**config.mk**
```make
export PLATFORM = sky130hd
export DESIGN_NAME = safety_periph_top
export DESIGN_NICKNAME = d
export VERILOG_FILES = /design/src/cl_periph_pkg.sv /design/src/cl_periph_decode.sv /design/src/obi_err_unit.sv /design/src/irq_ctrl.sv /design/src/safety_periph_top.sv
export SDC_FILE = /design/constraint.sdc
export NUM_CORES = 1
export LEC_CHECK = 0
export BUFFER_PORTS_ARGS = -buffer_cell sky130_fd_sc_hd__buf_2
export CORE_AREA = 8 8 376 378
export CTS_BUF_LIST = sky130_fd_sc_hd__clkbuf_8
export CTS_CLUSTER_SIZE = 30
export DETAILED_ROUTE_END_ITERATION = 10
export DIE_AREA = 0 0 384 386
export HOLD_SLACK_MARGIN = 0.12
export SETUP_SLACK_MARGIN = 0.5
export SYNTH_ARGS = -nofsm -noshare
export SYNTH_HDL_FRONTEND = slang
export SYNTH_SLANG_ARGS = --single-unit
export TNS_END_PERCENT = 5
```
**constraint.sdc**
```tcl
create_clock -name clk_i -period 12.3 [get_ports clk_i]
set_clock_uncertainty 0.05 [all_clocks]
set_input_delay 3.69 -clock clk_i [delete_from_list [all_inputs] [get_ports clk_i]]
set_output_delay 3.69 -clock clk_i [all_outputs]
set_load 0.02 [all_outputs]
```
**src/cl_periph_pkg.sv**
```systemverilog
/* Widths, register bus structs, target map, interrupt source positions
   and register offsets of the core-local peripherals */
`default_nettype none

package cl_periph_pkg;

  typedef logic [31:0] addr_t;
  typedef logic [31:0] data_t;
  typedef logic [7:0]  reg_off_t;

  typedef struct packed {
    logic  valid;
    logic  write;
    addr_t addr;
    data_t wdata;
  } reg_req_t;

  typedef struct packed {
    logic  valid;
    logic  error;
    data_t rdata;
  } reg_rsp_t;

  // Request as seen by one target, offset local to its window
  typedef struct packed {
    logic     valid;
    logic     write;
    reg_off_t off;
    data_t    wdata;
  } tgt_req_t;

  typedef enum logic [1:0] {
    TgtInstrErr,
    TgtDataErr,
    TgtIrq,
    TgtNone
  } tgt_sel_e;

  localparam data_t ErrVal = 32'hBADCAB1E;

  // Target windows relative to the peripheral base
  localparam addr_t InstrErrOffset = 32'h0000_0000;
  localparam addr_t DataErrOffset  = 32'h0000_0100;
  localparam addr_t IrqOffset      = 32'h0000_0200;
  localparam addr_t TgtRange       = 32'h0000_0100;

  localparam int unsigned NumSources = 32;
  typedef logic [$clog2(NumSources)-1:0] irq_id_t;

  localparam int unsigned TimerIrqIdx    = 16;
  localparam int unsigned InstrErrIrqIdx = 18;
  localparam int unsigned DataErrIrqIdx  = 19;
  localparam int unsigned ExtIrqBase     = 24;

  localparam reg_off_t ErrAddrReg   = 8'h00;
  localparam reg_off_t ErrCodeReg   = 8'h04;
  localparam reg_off_t ErrStatusReg = 8'h08;

  localparam reg_off_t IrqEnableReg  = 8'h00;
  localparam reg_off_t IrqPendingReg = 8'h04;
  localparam reg_off_t IrqIdReg      = 8'h08;

endpackage

`default_nettype wire

```
**src/cl_periph_decode.sv**
```systemverilog
/* Register bus decoder: window match, per-target request strobes
   and the registered one-cycle response */
`timescale 1ns/1ps
`default_nettype none

module cl_periph_decode #(
  parameter cl_periph_pkg::addr_t PeriphBaseAddr = 32'h0020_0000
) (
  input  logic                    clk_i,
  input  logic                    rst_i,
  input  cl_periph_pkg::reg_req_t reg_req_i,
  output cl_periph_pkg::reg_rsp_t reg_rsp_o,
  output cl_periph_pkg::tgt_req_t instr_req_o,
  output cl_periph_pkg::tgt_req_t data_req_o,
  output cl_periph_pkg::tgt_req_t irq_req_o,
  input  cl_periph_pkg::data_t    instr_rdata_i,
  input  cl_periph_pkg::data_t    data_rdata_i,
  input  cl_periph_pkg::data_t    irq_rdata_i
);

  cl_periph_pkg::addr_t    rel_addr;
  cl_periph_pkg::addr_t    tgt_base;
  cl_periph_pkg::tgt_sel_e sel;
  cl_periph_pkg::tgt_req_t tgt_req;
  cl_periph_pkg::data_t    sel_rdata;

  logic                 rsp_valid_q;
  logic                 rsp_error_q;
  cl_periph_pkg::data_t rsp_rdata_q;

  function automatic logic in_window(cl_periph_pkg::addr_t addr, cl_periph_pkg::addr_t base);
    return (addr >= base) && ((addr - base) < cl_periph_pkg::TgtRange);
  endfunction

  // Below the base this wraps to a large value and matches no window
  assign rel_addr = reg_req_i.addr - PeriphBaseAddr;

  always_comb begin
    sel      = cl_periph_pkg::TgtNone;
    tgt_base = '0;
    if (in_window(rel_addr, cl_periph_pkg::InstrErrOffset)) begin
      sel      = cl_periph_pkg::TgtInstrErr;
      tgt_base = cl_periph_pkg::InstrErrOffset;
    end else if (in_window(rel_addr, cl_periph_pkg::DataErrOffset)) begin
      sel      = cl_periph_pkg::TgtDataErr;
      tgt_base = cl_periph_pkg::DataErrOffset;
    end else if (in_window(rel_addr, cl_periph_pkg::IrqOffset)) begin
      sel      = cl_periph_pkg::TgtIrq;
      tgt_base = cl_periph_pkg::IrqOffset;
    end
  end

  assign tgt_req.valid = reg_req_i.valid;
  assign tgt_req.write = reg_req_i.write;
  assign tgt_req.off   = cl_periph_pkg::reg_off_t'(rel_addr - tgt_base);
  assign tgt_req.wdata = reg_req_i.wdata;

  // Only the selected target sees the strobe
  always_comb begin
    instr_req_o       = tgt_req;
    data_req_o        = tgt_req;
    irq_req_o         = tgt_req;
    instr_req_o.valid = tgt_req.valid && (sel == cl_periph_pkg::TgtInstrErr);
    data_req_o.valid  = tgt_req.valid && (sel == cl_periph_pkg::TgtDataErr);
    irq_req_o.valid   = tgt_req.valid && (sel == cl_periph_pkg::TgtIrq);
  end

  always_comb begin
    case (sel)
      cl_periph_pkg::TgtInstrErr: sel_rdata = instr_rdata_i;
      cl_periph_pkg::TgtDataErr:  sel_rdata = data_rdata_i;
      cl_periph_pkg::TgtIrq:      sel_rdata = irq_rdata_i;
      default:                    sel_rdata = cl_periph_pkg::ErrVal;
    endcase
  end

  always_ff @(posedge clk_i) begin
    if (rst_i) begin
      rsp_valid_q <= 1'b0;
    end else begin
      rsp_valid_q <= reg_req_i.valid;
    end
  end

  // Read data sampled on the request edge, before a write lands
  always_ff @(posedge clk_i) begin
    if (reg_req_i.valid) begin
      rsp_error_q <= (sel == cl_periph_pkg::TgtNone);
      rsp_rdata_q <= sel_rdata;
    end
  end

  assign reg_rsp_o.valid = rsp_valid_q;
  assign reg_rsp_o.error = rsp_error_q;
  assign reg_rsp_o.rdata = rsp_rdata_q;

  a_one_target: assert property (@(posedge clk_i) disable iff (rst_i)
    $onehot0({instr_req_o.valid, data_req_o.valid, irq_req_o.valid}));

endmodule

`default_nettype wire

```
**src/obi_err_unit.sv**
```systemverilog
/* OBI bus error unit: outstanding address tracking, error queue
   with overflow flag, and its status registers */
`timescale 1ns/1ps
`default_nettype none

module obi_err_unit #(
  parameter int unsigned NumBusErrBits   = 2,
  parameter int unsigned NumOutstanding  = 2,
  parameter int unsigned NumStoredErrors = 8
) (
  input  logic                    clk_i,
  input  logic                    rst_i,
  input  logic                    obi_req_i,
  input  logic                    obi_gnt_i,
  input  logic                    obi_rvalid_i,
  input  cl_periph_pkg::addr_t    obi_addr_i,
  input  logic [NumBusErrBits-1:0] obi_err_i,
  input  cl_periph_pkg::tgt_req_t tgt_req_i,
  output cl_periph_pkg::data_t    rdata_o,
  output logic                    err_irq_o
);

  localparam int unsigned OutPtrW = (NumOutstanding > 1) ? $clog2(NumOutstanding) : 1;
  localparam int unsigned OutCntW = $clog2(NumOutstanding + 1);
  localparam int unsigned ErrPtrW = (NumStoredErrors > 1) ? $clog2(NumStoredErrors) : 1;
  localparam int unsigned ErrCntW = $clog2(NumStoredErrors + 1);

  typedef struct packed {
    cl_periph_pkg::addr_t     addr;
    logic [NumBusErrBits-1:0] code;
  } err_entry_t;

  cl_periph_pkg::addr_t out_mem [NumOutstanding];
  logic [OutPtrW-1:0]   out_wr_q;
  logic [OutPtrW-1:0]   out_rd_q;
  logic [OutCntW-1:0]   out_cnt_q;
  logic                 out_push;
  logic                 out_pop;

  err_entry_t           err_mem [NumStoredErrors];
  logic [ErrPtrW-1:0]   err_wr_q;
  logic [ErrPtrW-1:0]   err_rd_q;
  logic [ErrCntW-1:0]   err_cnt_q;
  logic                 ovf_q;
  logic                 err_push;
  logic                 err_store;
  logic                 err_pop;
  logic                 status_wr;
  logic                 err_nonempty;
  err_entry_t           head;

  function automatic int unsigned wrap_inc(int unsigned ptr, int unsigned depth);
    return (ptr + 1 == depth) ? 0 : ptr + 1;
  endfunction

  // Outstanding address FIFO, in-order responses pop the oldest
  assign out_pop  = obi_rvalid_i && (out_cnt_q != '0);
  assign out_push = obi_req_i && obi_gnt_i &&
                    ((out_cnt_q != OutCntW'(NumOutstanding)) || out_pop);

  always_ff @(posedge clk_i) begin
    if (rst_i) begin
      out_wr_q  <= '0;
      out_rd_q  <= '0;
      out_cnt_q <= '0;
    end else begin
      if (out_push) begin
        out_wr_q <= OutPtrW'(wrap_inc(out_wr_q, NumOutstanding));
      end
      if (out_pop) begin
        out_rd_q <= OutPtrW'(wrap_inc(out_rd_q, NumOutstanding));
      end
      if (out_push && !out_pop) begin
        out_cnt_q <= out_cnt_q + 1'b1;
      end else if (out_pop && !out_push) begin
        out_cnt_q <= out_cnt_q - 1'b1;
      end
    end
  end

  always_ff @(posedge clk_i) begin
    if (out_push) begin
      out_mem[out_wr_q] <= obi_addr_i;
    end
  end

  // Error queue, newest entry dropped when full
  assign err_push  = out_pop && (obi_err_i != '0);
  assign status_wr = tgt_req_i.valid && tgt_req_i.write &&
                     (tgt_req_i.off == cl_periph_pkg::ErrStatusReg);
  assign err_pop   = status_wr && err_nonempty;
  assign err_store = err_push && ((err_cnt_q != ErrCntW'(NumStoredErrors)) || err_pop);

  always_ff @(posedge clk_i) begin
    if (rst_i) begin
      err_wr_q  <= '0;
      err_rd_q  <= '0;
      err_cnt_q <= '0;
      ovf_q     <= 1'b0;
    end else begin
      if (err_store) begin
        err_wr_q <= ErrPtrW'(wrap_inc(err_wr_q, NumStoredErrors));
      end
      if (err_pop) begin
        err_rd_q <= ErrPtrW'(wrap_inc(err_rd_q, NumStoredErrors));
      end
      if (err_store && !err_pop) begin
        err_cnt_q <= err_cnt_q + 1'b1;
      end else if (err_pop && !err_store) begin
        err_cnt_q <= err_cnt_q - 1'b1;
      end
      if (err_push && !err_store) begin
        ovf_q <= 1'b1;
      end else if (status_wr) begin
        ovf_q <= 1'b0;
      end
    end
  end

  always_ff @(posedge clk_i) begin
    if (err_store) begin
      err_mem[err_wr_q] <= '{addr: out_mem[out_rd_q], code: obi_err_i};
    end
  end

  assign err_nonempty = (err_cnt_q != '0);
  assign head         = err_mem[err_rd_q];
  assign err_irq_o    = err_nonempty;

  always_comb begin
    rdata_o = '0;
    case (tgt_req_i.off)
      cl_periph_pkg::ErrAddrReg: begin
        if (err_nonempty) begin
          rdata_o = head.addr;
        end
      end
      cl_periph_pkg::ErrCodeReg: begin
        if (err_nonempty) begin
          rdata_o[NumBusErrBits-1:0] = head.code;
        end
      end
      cl_periph_pkg::ErrStatusReg: begin
        rdata_o[31]  = ovf_q;
        rdata_o[7:0] = 8'(err_cnt_q);
      end
      default: ;
    endcase
  end

  // Every response must belong to an accepted request
  a_rvalid_outstanding: assert property (@(posedge clk_i) disable iff (rst_i)
    obi_rvalid_i |-> (out_cnt_q != '0));

endmodule

`default_nettype wire

```
**src/irq_ctrl.sv**
```systemverilog
/* Interrupt controller: edge capture, enable mask,
   highest-index selection and acknowledge */
`timescale 1ns/1ps
`default_nettype none

module irq_ctrl (
  input  logic                                 clk_i,
  input  logic                                 rst_i,
  input  logic [cl_periph_pkg::NumSources-1:0] src_i,
  input  cl_periph_pkg::tgt_req_t              tgt_req_i,
  output cl_periph_pkg::data_t                 rdata_o,
  output logic                                 irq_valid_o,
  output cl_periph_pkg::irq_id_t               irq_id_o,
  input  logic                                 irq_ack_i
);

  localparam int unsigned NumSrc = cl_periph_pkg::NumSources;
  localparam int unsigned IdW    = $bits(cl_periph_pkg::irq_id_t);

  logic [NumSrc-1:0] src_q;
  logic [NumSrc-1:0] pend_q;
  logic [NumSrc-1:0] pend_d;
  logic [NumSrc-1:0] en_q;
  logic [NumSrc-1:0] active;
  logic [NumSrc-1:0] rising;
  logic              en_wr;
  logic              pend_wr;

  assign en_wr   = tgt_req_i.valid && tgt_req_i.write &&
                   (tgt_req_i.off == cl_periph_pkg::IrqEnableReg);
  assign pend_wr = tgt_req_i.valid && tgt_req_i.write &&
                   (tgt_req_i.off == cl_periph_pkg::IrqPendingReg);

  assign rising      = src_i & ~src_q;
  assign active      = pend_q & en_q;
  assign irq_valid_o = |active;

  // Later index overrides, so the highest active source wins
  always_comb begin
    irq_id_o = '0;
    for (int i = 0; i < NumSrc; i++) begin
      if (active[i]) begin
        irq_id_o = cl_periph_pkg::irq_id_t'(i);
      end
    end
  end

  // Clears first, so an edge on the same cycle still latches
  always_comb begin
    pend_d = pend_q;
    if (pend_wr) begin
      pend_d = pend_d & ~tgt_req_i.wdata[NumSrc-1:0];
    end
    if (irq_ack_i) begin
      pend_d[irq_id_o] = 1'b0;
    end
    pend_d = pend_d | rising;
  end

  always_ff @(posedge clk_i) begin
    if (rst_i) begin
      src_q  <= '0;
      pend_q <= '0;
      en_q   <= '0;
    end else begin
      src_q  <= src_i;
      pend_q <= pend_d;
      if (en_wr) begin
        en_q <= tgt_req_i.wdata[NumSrc-1:0];
      end
    end
  end

  always_comb begin
    rdata_o = '0;
    case (tgt_req_i.off)
      cl_periph_pkg::IrqEnableReg:  rdata_o[NumSrc-1:0] = en_q;
      cl_periph_pkg::IrqPendingReg: rdata_o[NumSrc-1:0] = pend_q;
      cl_periph_pkg::IrqIdReg:      rdata_o[IdW-1:0]    = irq_id_o;
      default: ;
    endcase
  end

  // The core only acknowledges what it was shown
  a_ack_while_valid: assert property (@(posedge clk_i) disable iff (rst_i)
    irq_ack_i |-> irq_valid_o);

endmodule

`default_nettype wire

```
**src/safety_periph_top.sv**
```systemverilog
/* Core-local peripheral subsystem: decoder, two OBI error units
   and the interrupt controller with its source map */
`timescale 1ns/1ps
`default_nettype none

module safety_periph_top #(
  parameter cl_periph_pkg::addr_t PeriphBaseAddr  = 32'h0020_0000,
  parameter int unsigned          NumBusErrBits   = 2,
  parameter int unsigned          NumOutstanding  = 2,
  parameter int unsigned          NumStoredErrors = 8,
  // At most 8, the external lines sit in source bits 31:24
  parameter int unsigned          NumExtIrqs      = 8
) (
  input  logic                    clk_i,
  input  logic                    rst_i,
  input  cl_periph_pkg::reg_req_t reg_req_i,
  output cl_periph_pkg::reg_rsp_t reg_rsp_o,

  input  logic                     instr_req_i,
  input  logic                     instr_gnt_i,
  input  logic                     instr_rvalid_i,
  input  cl_periph_pkg::addr_t     instr_addr_i,
  input  logic [NumBusErrBits-1:0] instr_err_i,

  input  logic                     data_req_i,
  input  logic                     data_gnt_i,
  input  logic                     data_rvalid_i,
  input  cl_periph_pkg::addr_t     data_addr_i,
  input  logic [NumBusErrBits-1:0] data_err_i,

  input  logic                   timer_irq_i,
  input  logic [NumExtIrqs-1:0]  ext_irqs_i,
  input  logic                   irq_ack_i,
  output logic                   irq_valid_o,
  output cl_periph_pkg::irq_id_t irq_id_o
);

  cl_periph_pkg::tgt_req_t instr_tgt_req;
  cl_periph_pkg::tgt_req_t data_tgt_req;
  cl_periph_pkg::tgt_req_t irq_tgt_req;
  cl_periph_pkg::data_t    instr_rdata;
  cl_periph_pkg::data_t    data_rdata;
  cl_periph_pkg::data_t    irq_rdata;
  logic                    instr_err_irq;
  logic                    data_err_irq;

  logic [cl_periph_pkg::NumSources-1:0] irq_src;

  always_comb begin
    irq_src = '0;
    irq_src[cl_periph_pkg::TimerIrqIdx]                 = timer_irq_i;
    irq_src[cl_periph_pkg::InstrErrIrqIdx]              = instr_err_irq;
    irq_src[cl_periph_pkg::DataErrIrqIdx]               = data_err_irq;
    irq_src[cl_periph_pkg::ExtIrqBase +: NumExtIrqs]    = ext_irqs_i;
  end

  cl_periph_decode #(
    .PeriphBaseAddr ( PeriphBaseAddr )
  ) i_decode (
    .clk_i,
    .rst_i,
    .reg_req_i,
    .reg_rsp_o,
    .instr_req_o   ( instr_tgt_req ),
    .data_req_o    ( data_tgt_req  ),
    .irq_req_o     ( irq_tgt_req   ),
    .instr_rdata_i ( instr_rdata   ),
    .data_rdata_i  ( data_rdata    ),
    .irq_rdata_i   ( irq_rdata     )
  );

  obi_err_unit #(
    .NumBusErrBits   ( NumBusErrBits   ),
    .NumOutstanding  ( NumOutstanding  ),
    .NumStoredErrors ( NumStoredErrors )
  ) i_instr_err (
    .clk_i,
    .rst_i,
    .obi_req_i    ( instr_req_i    ),
    .obi_gnt_i    ( instr_gnt_i    ),
    .obi_rvalid_i ( instr_rvalid_i ),
    .obi_addr_i   ( instr_addr_i   ),
    .obi_err_i    ( instr_err_i    ),
    .tgt_req_i    ( instr_tgt_req  ),
    .rdata_o      ( instr_rdata    ),
    .err_irq_o    ( instr_err_irq  )
  );

  obi_err_unit #(
    .NumBusErrBits   ( NumBusErrBits   ),
    .NumOutstanding  ( NumOutstanding  ),
    .NumStoredErrors ( NumStoredErrors )
  ) i_data_err (
    .clk_i,
    .rst_i,
    .obi_req_i    ( data_req_i    ),
    .obi_gnt_i    ( data_gnt_i    ),
    .obi_rvalid_i ( data_rvalid_i ),
    .obi_addr_i   ( data_addr_i   ),
    .obi_err_i    ( data_err_i    ),
    .tgt_req_i    ( data_tgt_req  ),
    .rdata_o      ( data_rdata    ),
    .err_irq_o    ( data_err_irq  )
  );

  irq_ctrl i_irq_ctrl (
    .clk_i,
    .rst_i,
    .src_i       ( irq_src     ),
    .tgt_req_i   ( irq_tgt_req ),
    .rdata_o     ( irq_rdata   ),
    .irq_valid_o,
    .irq_id_o,
    .irq_ack_i
  );

endmodule

`default_nettype wire

```
== Yosys cells after proc, flatten, opt, wreduce, memory -nomap -nowiden ==
Memory sizes are Yosys's and may differ from the RTL's. A register that Yosys moved wholly into a read port is not among the register bits.
Cells that the tools add are included.

* Muxes and demuxes: 91
* Add/sub/neg operators: 20
* Bitwise gates (word level): 8
* Reductions and logical operators: 63
* Order comparisons: 8
* Equal/unequal tests: 17

{| class="wikitable"
|+ Operators by type and width
! kind !! count
|-
| $and 32x32->32 || 4
|-
| $mux 32 || 4
|-
| $lt 32x9->1 const B || 3
|-
| $not 32->32 || 3
|-
| $pmux 32 s3 || 1
|-
| $mux 5 || 16
|-
| $pmux 27 s2 || 1
|-
| $mux 4 || 12
|-
| $mux 23 || 2
|-
| $logic_and 1x1->1 || 36
|-
| $mux 3 || 12
|-
| $ge 32x1->1 const B || 1
|-
| $ge 32x10->1 const B || 1
|-
| $ge 32x9->1 const B || 1
|-
| $or 32x32->32 || 1
|-
| $reduce_or 32->1 || 1
|-
| $sub 32x10->32 const B || 1
|-
| $sub 32x22->32 const B || 1
|-
| $sub 32x9->32 const B || 1
|-
| $pmux 6 s2 || 2
|-
| $mux 1 || 23
|-
| $mux 2 || 10
|-
| $reduce_bool 2->1 || 10
|-
| $add 3x1->4 const B || 4
|-
| other kinds (25) || 56
|}

* Register bits: 160
* Input port bits: 152
* Bits in writable memories: 672
* Memories: 4

{| class="wikitable"
|+ Memories
! memory !! words !! bits a word !! rd ports !! clocked after Yosys merged registers in !! write ports !! line !! RTL
|-
| i_data_err.err_mem || 8 || 34 || 1 || 1 || 1 || obi_err_unit.sv:40 || <nowiki>err_entry_t err_mem [NumStoredErrors];</nowiki>
|-
| i_instr_err.err_mem || 8 || 34 || 1 || 1 || 1 || obi_err_unit.sv:40 ||
|-
| i_data_err.out_mem || 2 || 32 || 1 || 1 || 1 || obi_err_unit.sv:33 || <nowiki>cl_periph_pkg::addr_t out_mem [NumOutstanding];</nowiki>
|-
| i_instr_err.out_mem || 2 || 32 || 1 || 1 || 1 || obi_err_unit.sv:33 ||
|}

== Depth between registers and ports, before layout ==
Gate-level depths: netlist of run 1.

* Word-level depth: 40
* Mapped depth: 20
* Depth with buffers taken out: 17

== Hierarchy ==
From an unflattened synthesis of run 1, not the netlist that was laid out.

* Cells, all modules: 2,275
* Area total of the unflattened synthesis: 35,627.9 um2

{| class="wikitable"
|+ By module, submodules not included
! module !! cells an instance !! area each (um2) !! instances !! seq. area each (um2)
|-
| obi_err_unit (i_instr_err) || 639 || 13,618.1 || 1 || 10,470.0
|-
| obi_err_unit (i_data_err) || 639 || 13,610.6 || 1 || 10,470.0
|-
| irq_ctrl || 577 || 4,636.9 || 1 || 1,921.8
|-
| cl_periph_decode || 419 || 3,758.6 || 1 || 1,011.0
|-
| safety_periph_top || 1 || 3.8 || 1 || 0.0
|}

== Worst setup path before layout of run 1 ==
No wires, ideal clock.

* Kind: input to register
* Start: input reg_req_i[53] (netlist name)
* End: memory i_instr_err.err_mem[2][0] (netlist name), enable pin
* Setup time: 0.522 ns
* Data required time: 11.728 ns
* Data arrival time: 9.371 ns
* Stages: 11
* Setup slack: 2.356 ns
* Cells stage by stage: clkbuf_1 inv_1 ha_1 or4b_4 buf_6 o31a_1 nor3_1 and3_1 and2_1 o21ai_1 nor4b_1

* Longest elaborated chain between the ends: 16
* Elaborated cells on any way between the ends: 27
* Classes of those cells: 4 x add/sub; 6 x order compare; 1 x eq/ne; 6 x mux; 10 x reduce/logical

{| class="wikitable"
|+ Ends and longest elaborated chain
! what !! line !! RTL
|-
| from (decl) || safety_periph_top.sv:16 || <nowiki>input cl_periph_pkg::reg_req_t reg_req_i,</nowiki>
|-
| $sub 32x22->32 * || cl_periph_decode.sv:36 || <nowiki>assign rel_addr = reg_req_i.addr - PeriphBaseAddr;</nowiki>
|-
| $sub 32x10->32 || cl_periph_decode.sv:32 || <nowiki>return (addr >= base) && ((addr - base) < cl_periph_pkg::TgtRange);</nowiki>
|-
| $lt 32x9->1 || cl_periph_decode.sv:32 ||
|-
| $logic_and 1x1->1 || cl_periph_decode.sv:32 ||
|-
| $mux 1 || cl_periph_decode.sv:47 || <nowiki>end else if (in_window(rel_addr, cl_periph_pkg::IrqOffset)) begin</nowiki>
|-
| $mux 2 || cl_periph_decode.sv:44 || <nowiki>end else if (in_window(rel_addr, cl_periph_pkg::DataErrOffset)) begin</nowiki>
|-
| $mux 2 || cl_periph_decode.sv:41 || <nowiki>if (in_window(rel_addr, cl_periph_pkg::InstrErrOffset)) begin</nowiki>
|-
| $logic_not 2->1 || cl_periph_decode.sv:63 || <nowiki>instr_req_o.valid = tgt_req.valid && (sel == cl_periph_pkg::TgtInstrErr);</nowiki>
|-
| $logic_and 1x1->1 || cl_periph_decode.sv:63 ||
|-
| $logic_and 1x1->1 || obi_err_unit.sv:89 || <nowiki>assign status_wr = tgt_req_i.valid && tgt_req_i.write &&</nowiki>
|-
| $logic_and 1x1->1 * || obi_err_unit.sv:89 ||
|-
| $logic_and 1x1->1 * || obi_err_unit.sv:91 || <nowiki>assign err_pop = status_wr && err_nonempty;</nowiki>
|-
| $logic_or 1x1->1 * || obi_err_unit.sv:92 || <nowiki>assign err_store = err_push && ((err_cnt_q != ErrCntW'(NumStoredErrors)) || err_pop);</nowiki>
|-
| $logic_and 1x1->1 * || obi_err_unit.sv:92 ||
|-
| $mux 1 * || obi_err_unit.sv:121 || <nowiki>if (err_store) begin</nowiki>
|-
| $mux 1 (implied by the code) * || obi_err_unit.sv:122 || <nowiki>err_mem[err_wr_q] <= '{addr: out_mem[out_rd_q], code: obi_err_i};</nowiki>
|-
| to (decl) || obi_err_unit.sv:40 ||
|}

Every way passes the cells marked *; elsewhere a longest branch is shown, timed or not.

== Worst setup path after layout of run 1 ==
* Start: input reg_req_i[53] (netlist name)
* End: register i_data_err.err_cnt_q[3]

* Longest elaborated chain between the ends: 17
* Elaborated cells on any way between the ends: 31
* Classes of those cells: 4 x add/sub; 6 x order compare; 2 x eq/ne; 5 x mux; 14 x reduce/logical

{| class="wikitable"
|+ Ends and longest elaborated chain
! what !! line !! RTL
|-
| $sub 32x22->32 * || cl_periph_decode.sv:36 ||
|-
| $sub 32x10->32 || cl_periph_decode.sv:32 ||
|-
| $lt 32x9->1 || cl_periph_decode.sv:32 ||
|-
| $logic_and 1x1->1 || cl_periph_decode.sv:32 ||
|-
| $mux 1 || cl_periph_decode.sv:47 ||
|-
| $mux 2 || cl_periph_decode.sv:44 ||
|-
| $mux 2 || cl_periph_decode.sv:41 ||
|-
| $eq 2x1->1 || cl_periph_decode.sv:64 || <nowiki>data_req_o.valid = tgt_req.valid && (sel == cl_periph_pkg::TgtDataErr);</nowiki>
|-
| $logic_and 1x1->1 || cl_periph_decode.sv:64 ||
|-
| $logic_and 1x1->1 || obi_err_unit.sv:89 ||
|-
| $logic_and 1x1->1 * || obi_err_unit.sv:89 ||
|-
| $logic_and 1x1->1 * || obi_err_unit.sv:91 ||
|-
| $logic_or 1x1->1 || obi_err_unit.sv:92 ||
|-
| $logic_and 1x1->1 || obi_err_unit.sv:92 ||
|-
| $logic_not 1->1 || obi_err_unit.sv:109 || <nowiki>end else if (err_pop && !err_store) begin</nowiki>
|-
| $logic_and 1x1->1 || obi_err_unit.sv:109 ||
|-
| $reduce_bool 2->1 (no source line) || -- ||
|-
| to (signal assigned) || obi_err_unit.sv:108 || <nowiki>err_cnt_q <= err_cnt_q + 1'b1;</nowiki>
|-
| to (signal assigned) || obi_err_unit.sv:110 || <nowiki>err_cnt_q <= err_cnt_q - 1'b1;</nowiki>
|-
| to (decl) || obi_err_unit.sv:43 || <nowiki>logic [ErrCntW-1:0] err_cnt_q;</nowiki>
|}

Marks and branches as above.
A chain may end at the register's enable or synchronous reset.

==> results of run 1 <==
[cell families after synthesis]
group           share of synthesized area, %
compound gates                          6.49
xor+xnor                               0.861
fa+ha+maj                              0.715
buf+inv                                 1.84
flops                                   69.8
mux                                     13.8
simple gates                            6.45
[how the worst max path moves through the flow]
stage,endpoint,slack [ps],depth (start not counted)
after floorplan,i_instr_err.err_mem[2][0],2360,11
final,i_data_err.err_cnt_q[3],4630,18
after detailed placement,i_data_err.err_cnt_q[3],3930,18
after CTS,i_data_err.err_cnt_q[3],4790,18
after global placement,i_data_err.err_cnt_q[3],3990,18
after global routing,i_data_err.err_cnt_q[3],4310,18
[sequential cells by signal, summed over array words and instances, names as in the netlist, 2 cells and up, named ones only]
register               count
i_data_err.err_mem       272
i_instr_err.err_mem      272
i_data_err.out_mem        64
i_instr_err.out_mem       64
i_decode.rsp_rdata_q      32
i_irq_ctrl.en_q           32
i_irq_ctrl.pend_q         32
i_irq_ctrl.src_q          11
i_data_err.err_cnt_q       4
i_instr_err.err_cnt_q      4
i_data_err.err_rd_q        3
i_data_err.err_wr_q        3
i_instr_err.err_rd_q       3
i_instr_err.err_wr_q       3
i_data_err.out_cnt_q       2
i_instr_err.out_cnt_q      2
[layout make-up]
class / count / area share [%]
clock buffers: 138 / 4.88
flip-flops and latches: 819 / 60.2
well taps: 1781 / 5.72
repair buffers: 227 / 3.15
multi-input cells: 1030 / 24.6
diodes: 19 / 0.122
inverters: 28 / 0.270
clock inverters: 91 / 1.03
[synthesized netlist by cell type, types with 3 or more instances]
cell and count:
edfxtp_1 705, mux4_2 136, dfxtp_1 114, mux2_2 85
a21oi_1 83, clkbuf_1 68, nand2_1 67, nor2_1 62
mux2i_1 61, o21ai_0 51, nand4_1 49, a22oi_1 45
nor2b_1 43, o31ai_1 34, buf_1 28, inv_1 28
nor3_1 22, nand3_1 20, o22a_1 18, o211ai_1 17
o221ai_1 17, xnor2_1 17, ha_1 16, xor2_1 16
or3_1 14, and4_1 13, nor4_1 12, and2_1 10
buf_2 10, a31oi_1 7, nand2b_1 7, o2bb2ai_1 7
and3_1 6, nor4b_1 6, a221oi_1 5, buf_6 5
nor3b_1 4, o22ai_1 4, or2_2 4, a32o_1 3
and4_2 3, and4b_1 3, o311ai_0 3, o32ai_1 3
[where the power goes]
| group | switching [mW] | total (mW) | leakage, nW | internal, mW |
|---|---|---|---|---|
| clock | 1.05 | 2.08 | 1.32 | 1.04 |
| sequential | 0.0627 | 3.34 | 7.34 | 3.28 |
| combinational | 0.433 | 0.678 | 3.55 | 0.245 |
| total | 1.54 | 6.10 | 12.2 | 4.56 |
[layer usage]
metal  global-route usage [%]  vias to the layer above  part of all wire [%]
met5                        0                        -                  0.18
met4                     2.84                       26                   1.6
met3                     4.58                      129                   9.4
met2                     18.2                      736                    45
met1                     16.4                     9757                    44
li1                         -                     8603                     -
==> key figures, run 1 <==
Status
  • Outcome: completed

Clock network
  • CTS Buf Count: 130
  • Bufs on Longest Clock Path: 3
  • Setup repair bufs after CTS: 0
  • PostCTS Resize Cnt: 0
  • Hold-fix buffers at CTS: 0
  • Worst-path clk slew: 60 ps
  • CTS root buffer: clkbuf_8
  • Clock latency on the worst-skew pair: 780 ps
  • Number of H-tree levels: 4
  • CTS tree: built
  • CTS sink count: 819

Logic synthesis
  • Syn Inst Count: 1993
  • Warnings from Yosys: 0
  • Share of flip-flops with an asynchronous set or reset: 0%
  • Cell variety after synth: 90
  • Syn avg cell area: 16.8 um^2
  • Top cell type's share of synthesized area: 63.1%
  • Synth area leaders: edfxtp_1 63%, mux4_2 9.1%, dfxtp_1 6.8%
  • Ys flop type: edfxtp_1
  • Mapped Area: 33600 um^2
  • Sequential-to-total area share from yosys stat: 69.8%
  • Syn_nets: 2163
  • Post-synth top area cell: edfxtp_1
  • Post-synth EDFFs: 705
  • Seq cells post-synth: 819

Drt
  • DRC viols: 0
  • WL per Instance: 22.1 um
  • Drt via density: 4.66
  • 1st-iter DRT viols: 1821
  • Routed WL: 91.5 mm
  • DRT antenna net count: 0
  • Via count: 19300
  • Drt pass-1 iters: 8

Timing
  • Hold WS: 380 ps
  • Rel. slew slack: 21.3%
  • Fin worst setup slack: 4630 ps
  • Final setup viols: 0
  • Sum Neg Setup Slack: 0 ps
  • Worst-Margin Slew: 1170 ps
  • Final min period: 7670 ps
  • Max Fclk: 130 MHz
  • RSZ-0062 raised after global routing: false
  • Tcrit/Tclk final: 62.4%
  • Slew Limit Fails: 0
  • Final hold vios: 0

Critical path
  • R2R Setup Slk: 9020 ps
  • Critical Path RT: 12950 ps
  • Delay-heaviest family, CP: simple AND/OR/NAND/NOR gates
  • Crit path cell chain: buf_2, inv_1, ha_1, or4b_4, o31a_1, or2_4, nor4_2, and4b_4, nand4_2, a21oi_2, ha_1, inv_1, ha_1, a21o_1, a21oi_1, xnor2_1, or3_1, a21oi_1
  • Crit path capture type: flop
  • CP max FO: 14
  • CP startpoint: reg_req_i[53]
  • Cell count of the worst reg-to-reg path: 5
  • Critical path's slowest cell: or4b_4
  • Crit path kind: primary input to flop
  • Arrival time worst endpoint: 8320 ps
  • CP startpoint kind: primary input
  • Critical R2R Capture: i_decode.rsp_rdata_q[27]
  • Critical Path Max Stage Delay: 580 ps
  • Buf/Inv on CP: 3
  • CP dominant cell by count: ha_1

GRT
  • Pin count of the biggest net entering global routing: 69
  • Initial antenna violation count: 48
  • Overall Global Routing Usage: 12.0%
  • Gr ovfl total: 0
  • Vias in the first global route: 19100
  • First-pass GRT wire length: 132 mm

Cells and area
  • Most frequent cells in the layout: 705 x edfxtp_1, 190 x buf_2, 138 x clkbuf_8
  • Multi-input gate area: 9580 um^2
  • Sequential cell area: 23500 um^2
  • Final instance area: 39000 um^2
  • # fillers: 13500
  • Commonest non-fill, non-tap cell in the layout: edfxtp_1
  • Non-filler cells, final: 4133
  • Layout cells sized above 1: 28.1%
  • Synth-to-Final Area Change: 16.0%
  • Fin util: 28.9%
  • Nets: 2406

Power
  • Pwr/cell area: 157 nW/um^2
  • Overall Power: 6.10 mW
  • Worst IR drop on VDD: 0.0743 mV
  • Leakage Power: 12.2 nW

Floorplanning
  • Die Span Y: 386 um
  • I/O pin count: 192
  • Core Area: 135000 um^2
  • Row count: 135
  • Die width: 384 um
  • Initial core utilization: 24.9%
  • DIE AREA: 148000 um^2

Worst hold path
  • HP Start: i_irq_ctrl.src_q[27]
  • Hold Path Class: flop to flop
  • Min-Delay Endpoint: i_irq_ctrl.pend_q[27]
  • Worst Hold Depth: 1

Placement
  • Placed Cells: 3885
  • Gp weighted congestion: 0.862
  • Worst slack, placed: 3930 ps
  • Post-DP HPWL: 59.5 mm
  • PortBufs: 191
  • Post-DP Area: 36600 um^2

Job
  • Max_cap viols: 0
No activity file was read; power rests on OpenSTA's default activity.
==> run 2: changes to the inputs <==
clock period = 8.03 ns   (was 12.3 ns; I/O delays follow)
==> run 2 against run 1 <==
Register-to-register slack got worse by 4500 ps. Critical path type unchanged. Sequential power increased by 53%. Clock power is 57% higher. Highest routed layer unchanged.
==> key figures, run 2 (same netlist as run 1, synthesis figures left out) <==
Placement
  • PortBufs: 191 (unchanged)
  • Post-DP HPWL: 60.6 mm (was 59.5 mm)
  • Gp weighted congestion: 0.866 (was 0.862)

Worst hold path
  • HP Start: i_irq_ctrl.src_q[27] (unchanged)
  • Worst Hold Depth: 1 (unchanged)
  • Min-Delay Endpoint: i_irq_ctrl.pend_q[27] (unchanged)
  • Hold Path Class: flop to flop (unchanged)

GRT
  • Initial antenna violation count: 50 (was 48)
  • Overall Global Routing Usage: 12.0% (about the same)
  • Gr ovfl total: 0 (unchanged)
  • First-pass GRT wire length: 131 mm (was 132 mm)
  • Pin count of the biggest net entering global routing: 67 (was 69)
  • Vias in the first global route: 19100 (about the same)

Power
  • Pwr/cell area: 241 nW/um^2 (was 157 nW/um^2)
  • Leakage Power: 12.3 nW (was 12.2 nW)
  • Worst IR drop on VDD: 0.128 mV (was 0.0743 mV)
  • Overall Power: 9.44 mW (was 6.10 mW)

Drt
  • 1st-iter DRT viols: 1636 (was 1821)
  • Routed WL: 91.4 mm (was 91.5 mm)
  • DRC viols: 0 (unchanged)
  • Via count: 19200 (was 19300)
  • WL per Instance: 22.1 um (about the same)
  • Drt via density: 4.63 (was 4.66)
  • DRT antenna net count: 0 (unchanged)
  • Drt pass-1 iters: 7 (was 8)

Clock network
  • Bufs on Longest Clock Path: 3 (unchanged)
  • Clock latency on the worst-skew pair: 770 ps (was 780 ps)
  • Worst-path clk slew: 60 ps (about the same)
  • Setup repair bufs after CTS: 0 (unchanged)
  • Hold-fix buffers at CTS: 0 (unchanged)
  • Number of H-tree levels: 4 (unchanged)
  • CTS tree: built (unchanged)
  • CTS Buf Count: 130 (unchanged)
  • CTS sink count: 819 (unchanged)
  • PostCTS Resize Cnt: 0 (unchanged)
  • CTS root buffer: clkbuf_8 (unchanged)

Critical path
  • Arrival time worst endpoint: 7030 ps (was 8320 ps)
  • Critical path's slowest cell: or4b_4 (unchanged)
  • Crit path capture type: flop (unchanged)
  • CP dominant cell by count: ha_1 (unchanged)
  • Crit path kind: primary input to flop (unchanged)
  • R2R Setup Slk: 4520 ps (was 9020 ps)
  • Critical R2R Capture: i_decode.rsp_rdata_q[9] (was i_decode.rsp_rdata_q[27])
  • Cell count of the worst reg-to-reg path: 5 (unchanged)
  • CP startpoint kind: primary input (unchanged)
  • Critical Path Max Stage Delay: 580 ps (about the same)
  • CP max FO: 14 (unchanged)
  • Critical Path RT: 8680 ps (was 12950 ps)
  • Crit path cell chain: buf_2, inv_1, ha_1, or4b_4, o31a_1, or2_4, nor4_2, and4b_4, nand4_2, a21oi_2, ha_1, inv_1, ha_1, a21o_1, a21oi_1, xnor2_1, or3_1, a21oi_1 (unchanged)

Floorplanning
  • Die width: 384 um (unchanged)
  • Initial core utilization: 24.9% (unchanged)
  • Die Span Y: 386 um (unchanged)
  • DIE AREA: 148000 um^2 (unchanged)
  • Row count: 135 (unchanged)
  • I/O pin count: 192 (unchanged)
  • Core Area: 135000 um^2 (unchanged)

Cells and area
  • Layout cells sized above 1: 28.8% (was 28.1%)
  • Top Registers: i_data_err.err_mem x272, i_instr_err.err_mem x272 (unchanged)
  • Commonest non-fill, non-tap cell in the layout: edfxtp_1 (unchanged)
  • Synth-to-Final Area Change: 16.4% (was 16.0%)
  • Most frequent cells in the layout: 705 x edfxtp_1, 190 x buf_2, 136 x mux4_2 (was 705 x edfxtp_1, 190 x buf_2, 138 x clkbuf_8)
  • Fin util: 29.0% (was 28.9%)
  • Nets: 2412 (was 2406)

Timing
  • Final hold vios: 0 (unchanged)
  • Max Fclk: 157 MHz
  • Tcrit/Tclk final: 79.5%
  • Sum Neg Setup Slack: 0 ps (unchanged)
  • Slew Limit Fails: 0 (unchanged)
  • Rel. slew slack: 26.5% (was 21.3%)
  • RSZ-0062 raised after global routing: false (unchanged)
  • Final min period: 6380 ps
  • Hold WS: 380 ps (about the same)
  • Worst-Margin Slew: 1100 ps (was 1170 ps)
  • Final setup viols: 0 (unchanged)

Status
  • Outcome: completed (unchanged)

Job
  • Max_cap viols: 0 (unchanged)
## run 2: worst max path at each step
stage,cells past startpoint,end,slack (ps),from
after floorplan,11,i_instr_err.err_mem[1][0],-630,reg_req_i[53]
after global placement,18,i_data_err.err_cnt_q[3],970,reg_req_i[53]
final,18,i_data_err.err_cnt_q[3],1650,reg_req_i[53]
after detailed placement,18,i_data_err.err_cnt_q[3],950,reg_req_i[53]
after global routing,18,i_data_err.err_cnt_q[3],1370,reg_req_i[53]
after CTS,18,i_data_err.err_cnt_q[3],1780,reg_req_i[53]
## run 2: where the power goes
| group | switching [mW] | leakage [nW] | internal, mW |
|---|---|---|---|
| clock | 1.61 | 1.33 | 1.66 |
| combinational | 0.673 | 3.59 | 0.388 |
| sequential | 0.0937 | 7.34 | 5.02 |
| total | 2.37 | 12.3 | 7.07 |
## run 2: final cells by class
class / count / area [um^2]
antenna: 22 / 55.1
clock buffer: 135 / 1860
clock inverter: 94 / 490
fill: 13400 / 95900
inverter: 28 / 105
multi-input combinational: 1030 / 9590
sequential: 819 / 23500
tap: 1781 / 2230
timing repair buffer: 233 / 1300
## run 2: critical path: cells and delay by family
family	cells	cell delay, ps
compound gates	5	1300
simple gates	6	1860
buf+inv	3	390
xor+xnor	1	90
fa+ha+maj	3	970
## run 2: layer usage
layer | GRT usage, % | wire (um) | vias up | part of all wire, %
met2 | 18.0 | 40500 | 691 | 44
li1 | - | - | 8616 | -
met3 | 4.93 | 9440 | 144 | 10
met5 | 0 | 160 | - | 0.17
met1 | 15.9 | 39500 | 9710 | 43
met4 | 3.33 | 1880 | 26 | 2.1
## run 2: metrics by stage
step	cells	cell area, um^2	setup WS, ps
floorplan	1993	33600	-627
global placement	3891	36700	965
detailed placement	3891	36700	949
CTS	4120	39000	1780
global route	4122	39000	1370
finish	4142	39100	1650
==> run 3: changes to the inputs <==
ABC_AREA = 1   (was unset)
CORE_AREA = 8 8 379 381   (was 8 8 376 378)
DIE_AREA = 0 0 387 389   (was 0 0 384 386)
clock period = 5.4 ns   (was 8.03 ns; I/O delays follow)
==> run 3 against run 2 <==
Utilization up 0.67 points. Clock power up 54%. Combinational power down 11%. Synthesized cell count up 47%. Sequential share of layout area down 2.7 points. Register-to-register slack worse by 2800 ps. Critical endpoint is now irq_id_o[0]. Setup slack worse by 960 ps. Cell area up 4.6%. Global-route usage up 1.1 points. Highest routed layer unchanged. Non-clock buffer count up 101. Clock-buffer cell count up 2.
==> key figures, run 3 <==
Drt
  • Met2 routed WL: 45.5 mm (was 40.5 mm)
  • Via count: 23900 (was 19200)
  • Drt pass-1 iters: 5 (was 7)
  • 1st-iter DRT viols: 1874 (was 1636)
  • Routed length on met1: 44.5 mm (was 39.5 mm)
  • WL met3: 9.83 mm (was 9.44 mm)
  • WL per Instance: 19.9 um (was 22.1 um)
  • DRC viols: 0 (unchanged)
  • Routed WL: 103 mm (was 91.4 mm)
  • Max Used Layer: met5 (unchanged)
  • Drt via density: 4.62 (was 4.63)
  • DRT antenna net count: 0 (unchanged)

Floorplanning
  • DIE AREA: 151000 um^2 (was 148000 um^2)
  • Row count: 137 (was 135)
  • Die Span Y: 389 um (was 386 um)
  • Core Area: 138000 um^2 (was 135000 um^2)
  • I/O pin count: 192 (unchanged)
  • Die width: 387 um (was 384 um)
  • Initial core utilization: 24.7% (was 24.9%)

Logic synthesis
  • Syn avg cell area: 11.7 um^2 (was 16.8 um^2)
  • Top cell type's share of synthesized area: 62.0% (was 63.1%)
  • Post-synth EDFFs: 705 (unchanged)
  • Cell variety after synth: 54 (was 90)
  • Warnings from Yosys: 0 (unchanged)
  • Share of flip-flops with an asynchronous set or reset: 0% (unchanged)
  • Synth area leaders: edfxtp_1 62%, dfxtp_1 6.7%, o21ai_0 5.3% (was edfxtp_1 63%, mux4_2 9.1%, dfxtp_1 6.8%)
  • Syn_nets: 3090 (was 2163)
  • Post-synth top area cell: edfxtp_1 (unchanged)
  • Mapped Area: 34100 um^2 (was 33600 um^2)
  • Ys flop type: edfxtp_1 (unchanged)
  • Sequential-to-total area share from yosys stat: 68.7% (was 69.8%)
  • Most frequent cell after synthesis: edfxtp_1 (unchanged)
  • Top cells by count, synth: 705 x edfxtp_1, 432 x nor2_1, 362 x o21ai_0 (was 705 x edfxtp_1, 136 x mux4_2, 114 x dfxtp_1)
  • Syn Inst Count: 2920 (was 1993)
  • Seq cells post-synth: 819 (unchanged)

Cells and area
  • Layout cells sized above 1: 20.5% (was 28.8%)
  • Nets: 3407 (was 2412)
  • Top Registers: i_data_err.err_mem x272, i_instr_err.err_mem x272 (unchanged)
  • Commonest non-fill, non-tap cell in the layout: edfxtp_1 (unchanged)
  • Synth-to-Final Area Change: 19.8% (was 16.4%)
  • Most frequent cells in the layout: 705 x edfxtp_1, 408 x nor2_1, 361 x o21ai_0 (was 705 x edfxtp_1, 190 x buf_2, 136 x mux4_2)
  • Final instance area: 40900 um^2 (was 39100 um^2)

GRT
  • Vias in the first global route: 22600 (was 19100)
  • Pin count of the biggest net entering global routing: 77 (was 67)
  • Initial antenna violation count: 31 (was 50)
  • Gr ovfl total: 0 (unchanged)
  • Overall Global Routing Usage: 13.1% (was 12.0%)
  • First-pass GRT wire length: 149 mm (was 131 mm)

Timing
  • Rel. slew slack: 26.0% (was 26.5%)
  • Tcrit/Tclk final: 87.2%
  • Slew Limit Fails: 0 (unchanged)
  • Worst-Margin Slew: 1110 ps (was 1100 ps)
  • Max Fclk: 212 MHz
  • RSZ-0062 raised after global routing: true (was false)
  • Final min period: 4710 ps
  • Final setup viols: 0 (unchanged)
  • Final hold vios: 0 (unchanged)

Critical path
  • Delay-heaviest family, CP: simple AND/OR/NAND/NOR gates (unchanged)
  • Critical Path RT: 3730 ps (was 8680 ps)
  • Critical path's slowest cell: dfxtp_2 (was or4b_4)
  • Critical Path Max Stage Delay: 350 ps (was 580 ps)
  • Arrival time worst endpoint: 3040 ps (was 7030 ps)
  • Buf/Inv on CP: 2 (was 3)
  • CP startpoint kind: flop (was primary input)
  • CP dominant cell by count: nand2_1 (was ha_1)
  • Crit path kind: flop to output port (was primary input to flop)
  • CP max FO: 3 (was 14)
  • Crit path capture type: output port (was flop)

Clock network
  • CTS sink count: 819 (unchanged)
  • Bufs on Longest Clock Path: 3 (unchanged)
  • CTS root buffer: clkbuf_8 (unchanged)
  • Clock latency on the worst-skew pair: 810 ps (was 770 ps)
  • Worst-path clk slew: 60 ps (about the same)
  • CTS tree: built (unchanged)
  • Number of H-tree levels: 4 (unchanged)
  • Hold-fix buffers at CTS: 0 (unchanged)
  • CTS Buf Count: 135 (was 130)

Placement
  • PortBufs: 191 (unchanged)
  • Post-DP HPWL: 68.3 mm (was 60.6 mm)
  • Post-DP Area: 38200 um^2 (was 36700 um^2)
  • Gp weighted congestion: 0.884 (was 0.866)

Power
  • Worst IR drop on VDD: 0.188 mV (was 0.128 mV)
  • Overall Power: 13.2 mW (was 9.44 mW)
  • Pwr/cell area: 323 nW/um^2 (was 241 nW/um^2)
  • Leakage Power: 14.3 nW (was 12.3 nW)

Worst hold path
  • Hold Path Class: flop to flop (unchanged)

Job
  • Max_cap viols: 0 (unchanged)

Status
  • Outcome: completed (unchanged)
[run 3: per-layer routing]
metal	GRT usage, %	up-vias
met4	4.59	18
li1	-	11200
met5	0.988	-
met1	17.5	11600
met2	19.9	947
met3	3.87	193
[run 3: logic make-up (layout without fill, tap and decap cells)]
logic type      Yosys count  count (layout)  share of synthesized area [%]
compound gates          647             647                           11.4
xor+xnor                 39              39                           1.07
fa+ha+maj                18              18                          0.703
buf+inv                 365             783                           4.15
flops                   819             819                           68.7
mux                      64              64                           2.11
other cells               0              19                              0
simple gates            968             968                           11.9
[run 3: power breakdown]
group          total [mW]  leakage, nW  switching, mW  internal [mW]
combinational       0.941         5.57          0.621          0.320
sequential           7.27         7.34         0.0947           7.18
clock                5.01         1.43           2.52           2.50
total                13.2         14.3           3.23           10.0
[run 3: area by class of cell]
cell class	instances	area, um^2
Antenna cell	19	47.5
Sequential cell	819	23500
Clock buffer	137	1890
Fill cell	13900	97100
Timing Repair Buffer	334	2350
Tap cell	1807	2260
Clock inverter	101	563
Inverter	211	795
Multi-Input combinational cell	1736	9530
[run 3: worst paths after layout]
| path | slack, ps | end | cells after the start | from |
|---|---|---|---|---|
| worst max register to register | 1680 | i_decode.rsp_rdata_q[27] | 8 | flop |
| worst max-delay path | 690 | irq_id_o[0] | 33 | i_irq_ctrl.pend_q[1] |
| worst min-delay path | 360 | i_irq_ctrl.pend_q[16] | 1 | i_irq_ctrl.src_q[16] |
| worst min register to register | 360 | i_irq_ctrl.pend_q[16] | 1 | i_irq_ctrl.src_q[16] |
[run 3: per-stage QoR]
step,utilization [%],instances,hold slack (ps),setup TNS (ps),worst slack [ps]
after floorplan,-,2920,340,-7940,-58.4
after global placement,27.7,4901,347,-235,-235
after detailed placement,27.7,4901,357,-231,-170
after CTS,29.5,5141,364,0,547
after global routing,29.6,5153,373,0,355
final,29.6,5164,364,0,689
[run 3: repair_timing]
action | in CTS | in global routing
buffers inserted | 2 | 4
cloned | 0 | 0
resized for setup | 7 | 25
pin swaps | 1 | 12
setup endpoints to repair | 1 | 3
